<file path="src/rtl/rv_settings.svh">
// Fixed RV32I widths and reset fetch address shared by the core; XLEN other than 32 is unsupported
`ifndef RV_SETTINGS_SVH
`define RV_SETTINGS_SVH

// Data path and address width
`define RV_XLEN 32

// Architectural integer registers, x0 included
`define RV_REG_COUNT 32

// First fetch address after reset release
`define RV_RESET_PC 32'h0000_0000

`endif
</file>
<file path="src/rtl/rv_core_pkg.sv">
// Internal control encodings of the multicycle core; not tied to any instruction field
`default_nettype none

package rv_core_pkg;

    // Sequencer states, one instruction in flight
    typedef enum logic [2:0] {
        ST_FETCH,
        ST_DECODE,
        ST_EXECUTE,
        ST_MEMORY,
        ST_WRITEBACK,
        ST_HALT
    } rv_state_e;

    typedef enum logic [3:0] {
        ALU_ADD,
        ALU_SUB,
        ALU_SLL,
        ALU_SLT,
        ALU_SLTU,
        ALU_XOR,
        ALU_SRL,
        ALU_SRA,
        ALU_OR,
        ALU_AND
    } rv_alu_op_e;

    typedef enum logic [1:0] {
        B_REG,   // rs2 value
        B_IMM,   // Sign-extended immediate
        B_SHAMT  // Immediate shift distance
    } rv_b_sel_e;

    typedef enum logic [1:0] {
        WB_ALU,
        WB_LOAD,
        WB_LINK  // pc + 4 for JAL and JALR
    } rv_wb_sel_e;

endpackage

`default_nettype wire

</file>
<file path="src/rtl/rv_isa_pkg.sv">
// RV32I encoding types for the supported subset only; no U-type, FENCE or CSR encodings
`default_nettype none

package rv_isa_pkg;

    // Major opcodes, instruction bits [6:0]
    typedef enum logic [6:0] {
        OPC_LOAD   = 7'b0000011,
        OPC_OP_IMM = 7'b0010011,
        OPC_STORE  = 7'b0100011,
        OPC_OP     = 7'b0110011,
        OPC_BRANCH = 7'b1100011,
        OPC_JALR   = 7'b1100111,
        OPC_JAL    = 7'b1101111,
        OPC_SYSTEM = 7'b1110011
    } rv_opcode_e;

    // Branch conditions in funct3
    typedef enum logic [2:0] {
        BEQ  = 3'b000,
        BNE  = 3'b001,
        BLT  = 3'b100,
        BGE  = 3'b101,
        BLTU = 3'b110,
        BGEU = 3'b111
    } rv_branch_e;

    // Arithmetic functions in funct3 for OP and OP_IMM
    typedef enum logic [2:0] {
        F3_ADD_SUB = 3'b000,
        F3_SLL     = 3'b001,
        F3_SLT     = 3'b010,
        F3_SLTU    = 3'b011,
        F3_XOR     = 3'b100,
        F3_SRL_SRA = 3'b101,
        F3_OR      = 3'b110,
        F3_AND     = 3'b111
    } rv_funct3_e;

endpackage

`default_nettype wire

</file>
<file path="src/rtl/rv_core.sv">
// Multicycle RV32I subset with word accesses only; memories reply one cycle after a strobe and hold
`timescale 1ns/1ns
`default_nettype none

`include "rv_settings.svh"

module rv_core
    import rv_isa_pkg::*;
    import rv_core_pkg::*;
(
    input  wire logic                i_clk,
    input  wire logic                i_arst_n,
    output logic                     o_imem_rd,
    output logic      [`RV_XLEN-1:0] o_imem_addr,
    input  wire logic [`RV_XLEN-1:0] i_imem_rdata,
    output logic                     o_dmem_rd,
    output logic                     o_dmem_wr,
    output logic      [`RV_XLEN-1:0] o_dmem_addr,
    output logic      [`RV_XLEN-1:0] o_dmem_wdata,
    input  wire logic [`RV_XLEN-1:0] i_dmem_rdata,
    output logic                     o_halt
);

    rv_opcode_e          op;
    logic [4:0]          rs1;
    logic [4:0]          rs2;
    logic [4:0]          rd;
    logic [4:0]          sh;
    logic [2:0]          funct3;
    logic                funct7_b5;
    logic [`RV_XLEN-1:0] imm;
    logic                pc_inc;
    logic                pc_branch;
    logic                pc_jump;
    logic                rf_we;
    rv_alu_op_e          alu_op;
    rv_b_sel_e           b_sel;
    rv_wb_sel_e          wb_sel;
    logic                alu_zero;
    logic [`RV_XLEN-1:0] alu_b;
    logic [`RV_XLEN-1:0] alu_result;
    logic [`RV_XLEN-1:0] rs1_data;
    logic [`RV_XLEN-1:0] rs2_data;
    logic [`RV_XLEN-1:0] wb_data;
    logic [`RV_XLEN-1:0] pc;
    logic [`RV_XLEN-1:0] pc_plus4;

    rv_decoder u_decoder (
        .i_inst      (i_imem_rdata),   // Held by the memory so no local copy
        .o_op        (op),
        .o_rs1       (rs1),
        .o_rs2       (rs2),
        .o_rd        (rd),
        .o_sh        (sh),
        .o_funct3    (funct3),
        .o_funct7_b5 (funct7_b5),
        .o_imm       (imm)
    );

    rv_control_fsm u_control_fsm (
        .i_clk       (i_clk),
        .i_arst_n    (i_arst_n),
        .i_op        (op),
        .i_funct3    (funct3),
        .i_funct7_b5 (funct7_b5),
        .i_alu_zero  (alu_zero),
        .o_imem_rd   (o_imem_rd),
        .o_dmem_rd   (o_dmem_rd),
        .o_dmem_wr   (o_dmem_wr),
        .o_pc_inc    (pc_inc),
        .o_pc_branch (pc_branch),
        .o_pc_jump   (pc_jump),
        .o_rf_we     (rf_we),
        .o_alu_op    (alu_op),
        .o_b_sel     (b_sel),
        .o_wb_sel    (wb_sel),
        .o_halt      (o_halt)
    );

    rv_pc_counter u_pc_counter (
        .i_clk         (i_clk),
        .i_arst_n      (i_arst_n),
        .i_inc         (pc_inc),
        .i_branch      (pc_branch),
        .i_jump        (pc_jump),
        .i_imm         (imm),
        .i_jump_target (alu_result),   // rs1 + imm for JALR
        .o_pc          (pc),
        .o_pc_plus4    (pc_plus4)
    );

    // Second ALU operand
    always_comb begin
        case (b_sel)
            B_IMM:   alu_b = imm;
            B_SHAMT: alu_b = {{(`RV_XLEN-5){1'b0}}, sh};
            default: alu_b = rs2_data;
        endcase
    end

    rv_alu u_alu (
        .i_op     (alu_op),
        .i_a      (rs1_data),
        .i_b      (alu_b),
        .o_result (alu_result),
        .o_zero   (alu_zero)
    );

    // Writeback source
    always_comb begin
        case (wb_sel)
            WB_LOAD: wb_data = i_dmem_rdata;
            WB_LINK: wb_data = pc_plus4;
            default: wb_data = alu_result;
        endcase
    end

    rv_regfile u_regfile (
        .i_clk      (i_clk),
        .i_arst_n   (i_arst_n),
        .i_rs1      (rs1),
        .i_rs2      (rs2),
        .i_rd       (rd),
        .i_we       (rf_we),
        .i_wdata    (wb_data),
        .o_rs1_data (rs1_data),
        .o_rs2_data (rs2_data)
    );

    assign o_imem_addr  = pc;
    assign o_dmem_addr  = alu_result;  // rs1 + imm for loads and stores
    assign o_dmem_wdata = rs2_data;

endmodule

`default_nettype wire

</file>
<file path="src/rtl/rv_regfile.sv">
// Asynchronous reads, one write per edge; every register clears at reset and x0 is never written
`timescale 1ns/1ns
`default_nettype none

`include "rv_settings.svh"

module rv_regfile (
    input  wire logic                i_clk,
    input  wire logic                i_arst_n,
    input  wire logic [4:0]          i_rs1,
    input  wire logic [4:0]          i_rs2,
    input  wire logic [4:0]          i_rd,
    input  wire logic                i_we,
    input  wire logic [`RV_XLEN-1:0] i_wdata,
    output logic      [`RV_XLEN-1:0] o_rs1_data,
    output logic      [`RV_XLEN-1:0] o_rs2_data
);

    logic [`RV_XLEN-1:0] regs_q [`RV_REG_COUNT];

    always_ff @(posedge i_clk or negedge i_arst_n) begin
        if (!i_arst_n) begin
            for (int i = 0; i < `RV_REG_COUNT; i++) begin
                regs_q[i] <= '0;
            end
        end else if (i_we && (i_rd != 5'd0)) begin
            regs_q[i_rd] <= i_wdata;    // x0 keeps its reset value
        end
    end

    assign o_rs1_data = regs_q[i_rs1];
    assign o_rs2_data = regs_q[i_rs2];

endmodule

`default_nettype wire

</file>
<file path="src/rtl/rv_alu.sv">
// Combinational only; shifts use the low 5 bits of operand B, no overflow flag
`timescale 1ns/1ns
`default_nettype none

`include "rv_settings.svh"

module rv_alu
    import rv_core_pkg::*;
(
    input  rv_alu_op_e                i_op,
    input  wire logic [`RV_XLEN-1:0]  i_a,
    input  wire logic [`RV_XLEN-1:0]  i_b,
    output logic      [`RV_XLEN-1:0]  o_result,
    output logic                      o_zero     // Branch decisions
);

    logic [4:0] shamt;

    assign shamt = i_b[4:0];

    always_comb begin
        case (i_op)
            ALU_ADD:  o_result = i_a + i_b;
            ALU_SUB:  o_result = i_a - i_b;
            ALU_SLL:  o_result = i_a << shamt;
            ALU_SLT: begin
                o_result = {{(`RV_XLEN-1){1'b0}}, $signed(i_a) < $signed(i_b)};
            end
            ALU_SLTU: begin
                o_result = {{(`RV_XLEN-1){1'b0}}, i_a < i_b};
            end
            ALU_XOR:  o_result = i_a ^ i_b;
            ALU_SRL:  o_result = i_a >> shamt;
            ALU_SRA:  o_result = $signed(i_a) >>> shamt;   // Sign fill
            ALU_OR:   o_result = i_a | i_b;
            ALU_AND:  o_result = i_a & i_b;
            default:  o_result = '0;
        endcase
    end

    assign o_zero = (o_result == '0);

endmodule

`default_nettype wire

</file>
<file path="src/rtl/rv_pc_counter.sv">
// Strobes are mutually exclusive; no misaligned-target check, JALR bit 0 is simply cleared
`timescale 1ns/1ns
`default_nettype none

`include "rv_settings.svh"

module rv_pc_counter (
    input  wire logic                i_clk,
    input  wire logic                i_arst_n,
    input  wire logic                i_inc,          // Next sequential instruction
    input  wire logic                i_branch,       // Taken branch or JAL
    input  wire logic                i_jump,         // JALR
    input  wire logic [`RV_XLEN-1:0] i_imm,
    input  wire logic [`RV_XLEN-1:0] i_jump_target,
    output logic      [`RV_XLEN-1:0] o_pc,
    output logic      [`RV_XLEN-1:0] o_pc_plus4     // Also the link address
);

    logic [`RV_XLEN-1:0] pc_q;

    always_ff @(posedge i_clk or negedge i_arst_n) begin
        if (!i_arst_n) begin
            pc_q <= `RV_RESET_PC;
        end else if (i_jump) begin
            pc_q <= {i_jump_target[`RV_XLEN-1:1], 1'b0};
        end else if (i_branch) begin
            pc_q <= pc_q + i_imm;                        // PC-relative
        end else if (i_inc) begin
            pc_q <= o_pc_plus4;
        end
    end

    assign o_pc       = pc_q;
    assign o_pc_plus4 = pc_q + `RV_XLEN'd4;

endmodule

`default_nettype wire

</file>
<file path="src/rtl/rv_control_fsm.sv">
// One instruction in flight and no back-pressure; SYSTEM and unknown opcodes halt
`timescale 1ns/1ns
`default_nettype none

module rv_control_fsm
    import rv_isa_pkg::*;
    import rv_core_pkg::*;
(
    input  wire logic       i_clk,
    input  wire logic       i_arst_n,
    input  rv_opcode_e      i_op,
    input  wire logic [2:0] i_funct3,
    input  wire logic       i_funct7_b5,
    input  wire logic       i_alu_zero,
    output logic            o_imem_rd,
    output logic            o_dmem_rd,
    output logic            o_dmem_wr,
    output logic            o_pc_inc,
    output logic            o_pc_branch,
    output logic            o_pc_jump,
    output logic            o_rf_we,
    output rv_alu_op_e      o_alu_op,
    output rv_b_sel_e       o_b_sel,
    output rv_wb_sel_e      o_wb_sel,
    output logic            o_halt
);

    rv_state_e state_q;
    rv_state_e state_next;
    logic      run_q;        // Low until the first edge after reset release
    logic      legal_op;
    logic      br_taken;

    always_ff @(posedge i_clk or negedge i_arst_n) begin
        if (!i_arst_n) begin
            state_q <= ST_FETCH;
            run_q   <= 1'b0;
        end else begin
            state_q <= state_next;
            run_q   <= 1'b1;
        end
    end

    // Supported opcodes keep running and the rest stop the core
    always_comb begin
        case (i_op)
            OPC_OP, OPC_OP_IMM, OPC_LOAD, OPC_STORE,
            OPC_BRANCH, OPC_JAL, OPC_JALR: legal_op = 1'b1;
            default:                       legal_op = 1'b0;
        endcase
    end

    always_comb begin
        case (state_q)
            ST_FETCH:     state_next = run_q ? ST_DECODE : ST_FETCH;
            ST_DECODE:    state_next = legal_op ? ST_EXECUTE : ST_HALT;
            ST_EXECUTE:   state_next = (i_op == OPC_LOAD) ? ST_MEMORY : ST_WRITEBACK;
            ST_MEMORY:    state_next = ST_WRITEBACK;
            ST_WRITEBACK: state_next = ST_FETCH;
            default:      state_next = ST_HALT;
        endcase
    end

    // ALU operation and operand source follow the held instruction in every state
    always_comb begin
        o_alu_op = ALU_ADD;                     // Address and JALR target
        o_b_sel  = B_IMM;
        case (i_op)
            OPC_OP, OPC_OP_IMM: begin
                if (i_op == OPC_OP) begin
                    o_b_sel = B_REG;
                end
                case (rv_funct3_e'(i_funct3))
                    F3_ADD_SUB: o_alu_op = (i_op == OPC_OP && i_funct7_b5) ? ALU_SUB : ALU_ADD;
                    F3_SLL:     o_alu_op = ALU_SLL;
                    F3_SLT:     o_alu_op = ALU_SLT;
                    F3_SLTU:    o_alu_op = ALU_SLTU;
                    F3_XOR:     o_alu_op = ALU_XOR;
                    F3_SRL_SRA: o_alu_op = i_funct7_b5 ? ALU_SRA : ALU_SRL;
                    F3_OR:      o_alu_op = ALU_OR;
                    default:    o_alu_op = ALU_AND;
                endcase
                if (i_op == OPC_OP_IMM && (rv_funct3_e'(i_funct3) == F3_SLL ||
                                           rv_funct3_e'(i_funct3) == F3_SRL_SRA)) begin
                    o_b_sel = B_SHAMT;
                end
            end
            OPC_BRANCH: begin
                o_b_sel = B_REG;
                case (rv_branch_e'(i_funct3))
                    BEQ, BNE:   o_alu_op = ALU_SUB;
                    BLT, BGE:   o_alu_op = ALU_SLT;
                    default:    o_alu_op = ALU_SLTU;
                endcase
            end
            default: ;
        endcase
    end

    // Zero flag means equal for SUB and "not less" for SLT and SLTU
    always_comb begin
        case (rv_branch_e'(i_funct3))
            BEQ, BGE, BGEU:  br_taken = i_alu_zero;
            BNE, BLT, BLTU:  br_taken = !i_alu_zero;
            default:         br_taken = 1'b0;
        endcase
    end

    always_comb begin
        case (i_op)
            OPC_LOAD:          o_wb_sel = WB_LOAD;
            OPC_JAL, OPC_JALR: o_wb_sel = WB_LINK;
            default:           o_wb_sel = WB_ALU;
        endcase
    end

    assign o_imem_rd = (state_q == ST_FETCH) && run_q;
    assign o_dmem_rd = (state_q == ST_EXECUTE) && (i_op == OPC_LOAD);
    assign o_dmem_wr = (state_q == ST_EXECUTE) && (i_op == OPC_STORE);
    assign o_halt    = (state_q == ST_HALT);

    // Exactly one counter strobe per instruction and only in WRITEBACK
    always_comb begin
        o_pc_inc    = 1'b0;
        o_pc_branch = 1'b0;
        o_pc_jump   = 1'b0;
        o_rf_we     = 1'b0;
        if (state_q == ST_WRITEBACK) begin
            o_rf_we = (i_op != OPC_STORE) && (i_op != OPC_BRANCH);
            if (i_op == OPC_JAL || (i_op == OPC_BRANCH && br_taken)) begin
                o_pc_branch = 1'b1;
            end else if (i_op == OPC_JALR) begin
                o_pc_jump = 1'b1;
            end else begin
                o_pc_inc = 1'b1;
            end
        end
    end

endmodule

`default_nettype wire

</file>
<file path="src/rtl/rv_decoder.sv">
// Purely combinational; relies on the instruction word staying stable for the whole instruction
`timescale 1ns/1ns
`default_nettype none

`include "rv_settings.svh"

module rv_decoder
    import rv_isa_pkg::*;
(
    input  wire logic [31:0]          i_inst,      // Instruction word held by the memory
    output rv_opcode_e                o_op,
    output logic [4:0]                o_rs1,
    output logic [4:0]                o_rs2,
    output logic [4:0]                o_rd,
    output logic [4:0]                o_sh,        // Shift amount, immediate shifts only
    output logic [2:0]                o_funct3,
    output logic                      o_funct7_b5, // SUB and SRA select
    output logic [`RV_XLEN-1:0]       o_imm
);

    assign o_op        = rv_opcode_e'(i_inst[6:0]);
    assign o_funct3    = i_inst[14:12];
    assign o_funct7_b5 = i_inst[30];

    // Register fields sit at fixed positions in every format
    assign o_rs1 = i_inst[19:15];
    assign o_rs2 = i_inst[24:20];
    assign o_rd  = i_inst[11:7];

    // Immediate by format, sign bit is always inst[31]
    always_comb begin
        case (o_op)
            OPC_OP_IMM,
            OPC_LOAD,
            OPC_JALR: begin
                o_imm = {{20{i_inst[31]}}, i_inst[31:20]};                  // I-type
            end
            OPC_STORE: begin
                o_imm = {{20{i_inst[31]}}, i_inst[31:25], i_inst[11:7]};    // S-type
            end
            OPC_BRANCH: begin
                o_imm = {{20{i_inst[31]}}, i_inst[7], i_inst[30:25],
                         i_inst[11:8], 1'b0};                               // B-type
            end
            OPC_JAL: begin
                o_imm = {{12{i_inst[31]}}, i_inst[19:12], i_inst[20],
                         i_inst[30:21], 1'b0};                              // J-type
            end
            default: begin
                o_imm = '0;
            end
        endcase
    end

    // Shift distance only for SLLI, SRLI and SRAI
    always_comb begin
        o_sh = '0;
        if (o_op == OPC_OP_IMM) begin
            case (rv_funct3_e'(o_funct3))
                F3_SLL,
                F3_SRL_SRA: o_sh = i_inst[24:20];
                default:    o_sh = '0;
            endcase
        end
    end

endmodule

`default_nettype wire

</file>
<file path="config.mk">
export PLATFORM = sky130hd
export DESIGN_NAME = rv_core
export DESIGN_NICKNAME = d
export VERILOG_FILES = /design/src/rtl/rv_core_pkg.sv /design/src/rtl/rv_isa_pkg.sv /design/src/rtl/rv_core.sv /design/src/rtl/rv_regfile.sv /design/src/rtl/rv_alu.sv /design/src/rtl/rv_pc_counter.sv /design/src/rtl/rv_control_fsm.sv /design/src/rtl/rv_decoder.sv
export VERILOG_INCLUDE_DIRS = /design/src /design/src/rtl
export SDC_FILE = /design/constraint.sdc
export NUM_CORES = 2
export LEC_CHECK = 0
export ABC_CLOCK_PERIOD_IN_PS = 31100
export BUFFER_PORTS_ARGS = -buffer_cell sky130_fd_sc_hd__buf_2
export CAP_MARGIN = 5
export CORE_ASPECT_RATIO = 2
export CORE_MARGIN = 2
export CORE_UTILIZATION = 55
export CTS_BUF_LIST = sky130_fd_sc_hd__clkbuf_2
export CTS_CLUSTER_DIAMETER = 50
export CTS_CLUSTER_SIZE = 10
export DETAILED_ROUTE_END_ITERATION = 8
export PLACE_DENSITY_LB_ADDON = 0.2
export SYNTH_ARGS = -nofsm -noshare
export SYNTH_HDL_FRONTEND = slang
export SYNTH_SLANG_ARGS = --single-unit
</file>
<file path="constraint.sdc">
create_clock -name i_clk -period 31.1 [get_ports i_clk]
set_clock_uncertainty 0.05 [all_clocks]
set_input_delay 6.22 -clock i_clk [delete_from_list [all_inputs] [get_ports i_clk]]
set_output_delay 6.22 -clock i_clk [all_outputs]
set_load 0.03 [all_outputs]
</file>
==> results by group <==
Yosys
  • Post-synth EDFFs: 0
  • Synth Net Count: 7013
  • Synth Flop Type: dfrtp_1
  • Yosys synthesis warning count: 0
  • Average size of a mapped cell: 9.77 sq um
  • Sequential-to-total area share from yosys stat: 39.9%
  • Post-synth ARST share: 100%
  • Cell variety after synth: 106
  • Yosys reg bits: 1060
  • Gate Count Post-Synth: 6810
  • Mapped Area: 0.0665 sq mm

Critical path
  • CP Buf/Inv Count: 6
  • Worst setup EP type: output port
  • FF-to-FF Start: u_regfile.regs_q[525]$_DFFE_PN0P_
  • Critical setup path kind: in2out
  • Slowest-stage cell, CP: a311oi_1
  • Crit path max-delay family: compound AO/OA/AOI/OAI gates
  • Reg2Reg Depth: 25
  • Reg2reg end: u_pc_counter.o_pc[30]$_DFFE_PN0P_
  • Worst reg-to-reg setup slack: 21.46 ns
  • Crit path depth: 26
  • Slowest Stage Delay on Critical Path: 0.87 ns
  • Crit path max fanout: 43
  • Critical Path Sink: o_dmem_addr[31]
  • Critical path launch point type: input pin
  • Most used cell, CP: buf_4
  • Crit path DAT: 15.58 ns
  • Worst EP required: 24.83 ns
  • Origin of the worst setup path: i_imem_rdata[3]

Timing
  • Final Cycle Share: 70.3%
  • FMAX: 0.0458 GHz
  • Final Hold Viols: 0
  • RSZ-0062 raised after global routing: false
  • Rel. slew slack: -7.21%
  • Final setup vio count: 0
  • Minimum clock period: 21.85 ns
  • Final Slew Violations: 2
  • Worst-margin pin slew: 1.60 ns
  • Final setup TNS: 0 ns

Clock tree
  • CTS Sinks: 1060
  • Htree depth: 3
  • Post-CTS Hold Fix Bufs: 0
  • CTS tree: done
  • Post-CTS sizing: 0
  • Clk buf depth: 3
  • Total CTS buffers: 119
  • Worst-path clk slew: 0.17 ns
  • Clk_lat worst skew: 1.66 ns
  • Clock Tree Root: clkbuf_2
  • Post-CTS setup buffers: 0

Pwr
  • Final Total Pwr: 2.46 mW
  • Peak supply drop: 0.0339 mV
  • Static Leak: 30.3 nW
  • Pwr dens: 35.5 mW/mm^2

Run status
  • Failing checks: DRC, capacitance limit, slew limit
  • Status: finished, violations left

Layout
  • Area delta synth->final: 3.97%
  • Nets: 6820
  • Area of the multi-input gates: 0.0370 sq mm
  • Fin area: 0.0692 sq mm
  • Share of cells above drive strength 1: 16.0%
  • Fillers: 10700
  • Storage element area: 0.0265 sq mm

Drt
  • DR pass1 iterations: 9
  • Remaining antenna violation count after routing: 0
  • Drt initial violations: 6523
  • Drt total wl: 297000 um
  • Routed wire per std cell: 36.2 um
  • DR vias/cell: 7.27
  • DR vias: 59600
  • Drc violations: 1

Floorplanning
  • Io pins: 166
  • Initial Utilization: 55.4%
  • Std cell rows: 180
  • Die Area: 0.124 sq mm
  • Die span in x: 250 um
  • Die height: 496 um
  • Core box area: 0.120 sq mm

GRT
  • Overflow after GRT: 0
  • First-pass GRT wire length: 424000 um
  • Number of global-route vias before repair: 58300
  • Initial antenna violation count: 29
  • GRT Resource Usage Total: 48.1%
  • Largest net degree at the start of global routing: 116

Placed design
  • DP Area: 0.0683 sq mm
  • # port buffers: 165
  • GP Congestion: 1.12
  • Detailed Place HPWL: 196000 um

Job
  • # Max-Cap Violations: 1

Hold path
  • Hold path start: u_regfile.regs_q[1020]$_DFFE_PN0P_
  • Hold WC Path Type: reg2reg
==> sequential cells by signal, indices dropped and copies added, names as in the netlist <==
| name | cells |
|---|---|
| u_regfile.regs_q | 1024 |
| u_pc_counter.o_pc | 32 |
| u_control_fsm.run_q | 1 |
| u_control_fsm.state_q | 3 |
==> cell type report <==
cell class | instances | area share (%)
antenna | 18 | 0.0651
tap | 1547 | 2.80
inverter | 141 | 0.783
multi-input combinational | 4945 | 53.6
clock buffer | 119 | 0.861
clock inverter | 13 | 0.172
timing repair buffer | 350 | 3.39
sequential | 1060 | 38.4
==> cells in the mapped netlist, types with 19 or more instances <==
cell / instances / area share, %
and3_1: 27 / 0.25
a21oi_1: 179 / 1.3
buf_1: 44 / 0.25
a221oi_1: 42 / 0.55
o221ai_1: 20 / 0.26
nor2_1: 173 / 0.98
o21a_1: 19 / 0.21
mux2i_1: 380 / 5.7
dfrtp_1: 1060 / 40
nor3_1: 82 / 0.62
a22oi_1: 216 / 2.4
o21ai_0: 1137 / 8.6
nand3_1: 138 / 1.0
ha_1: 134 / 2.5
a31oi_1: 19 / 0.18
buf_4: 28 / 0.32
a221o_1: 35 / 0.53
buf_2: 74 / 0.56
nand2_1: 1221 / 6.9
mux2_2: 23 / 0.39
xnor2_1: 55 / 0.72
inv_1: 134 / 0.76
a211oi_1: 91 / 1.0
o211ai_1: 39 / 0.44
a22o_1: 46 / 0.61
o22ai_1: 32 / 0.30
xor2_1: 19 / 0.25
nor2b_1: 23 / 0.22
mux4_2: 416 / 14
and2_1: 26 / 0.24
buf_6: 26 / 0.44
a21o_1: 35 / 0.40
clkbuf_1: 488 / 2.8
==> kinds of logic after synthesis <==
family	Yosys count	synth area share [%]
AO/OA/AOI/OAI	2106	19.6
XOR/XNOR	74	0.974
adder cells (fa/ha/maj)	137	2.61
buffers and inverters	805	5.22
flip-flops	1060	39.9
multiplexers	820	20.2
other	1	0.00564
AND/OR/NAND/NOR	1807	11.5
==> worst min-delay path by stage <==
stage                                          to  slack (ns)  depth (start not counted)
2_1_floorplan  u_regfile.regs_q[1023]$_DFFE_PN0P_        0.39                          1
3_3_place_gp   u_regfile.regs_q[1023]$_DFFE_PN0P_        0.33                          0
3_5_place_dp    u_regfile.regs_q[998]$_DFFE_PN0P_        0.34                          0
4_1_cts         u_regfile.regs_q[998]$_DFFE_PN0P_        0.37                          0
5_1_grt         u_regfile.regs_q[998]$_DFFE_PN0P_        0.39                          0
6_report       u_regfile.regs_q[1020]$_DFFE_PN0P_        0.38                          0
==> metal layers <==
layer	vias up	global-route usage, %	share of wire, %
li1	24600	-	-
met1	29300	52.3	32
met2	4072	74.1	45
met3	1536	14.6	11
met4	16	47.6	12
met5	-	0.656	0.034
==> metrics by stage <==
stage	cells	util, %	setup slack (ns)	hold slack (ns)
CTS	8168	57.5	9.61	0.374
finish	8193	57.6	9.25	0.377
detailed placement	8036	56.9	9.64	0.338
global placement	8036	56.9	9.73	0.329
global route	8182	57.6	9.05	0.393
floorplan	6810	-	11.90	0.391
==> cell usage in the layout, fill, tap and decap left out, types with 39 or more instances in the layout <==
master,instances
o211ai_1,39
a21oi_1,178
clkbuf_2,119
inv_1,133
dfrtp_1,1060
a221oi_1,41
buf_4,178
mux2i_1,378
a211oi_1,89
mux4_2,416
ha_1,133
nor2_1,170
o21ai_0,1104
a22oi_1,216
xnor2_1,55
nand3_1,137
nand2_1,1193
buf_2,157
a22o_1,46
nor3_1,77
==> power by group <==
| part | switching (mW) | internal, mW |
|---|---|---|
| combinational | 0.361 | 0.117 |
| sequential | 0.000355 | 1.38 |
| clock | 0.482 | 0.116 |
(Power assumes the default switching activity.)
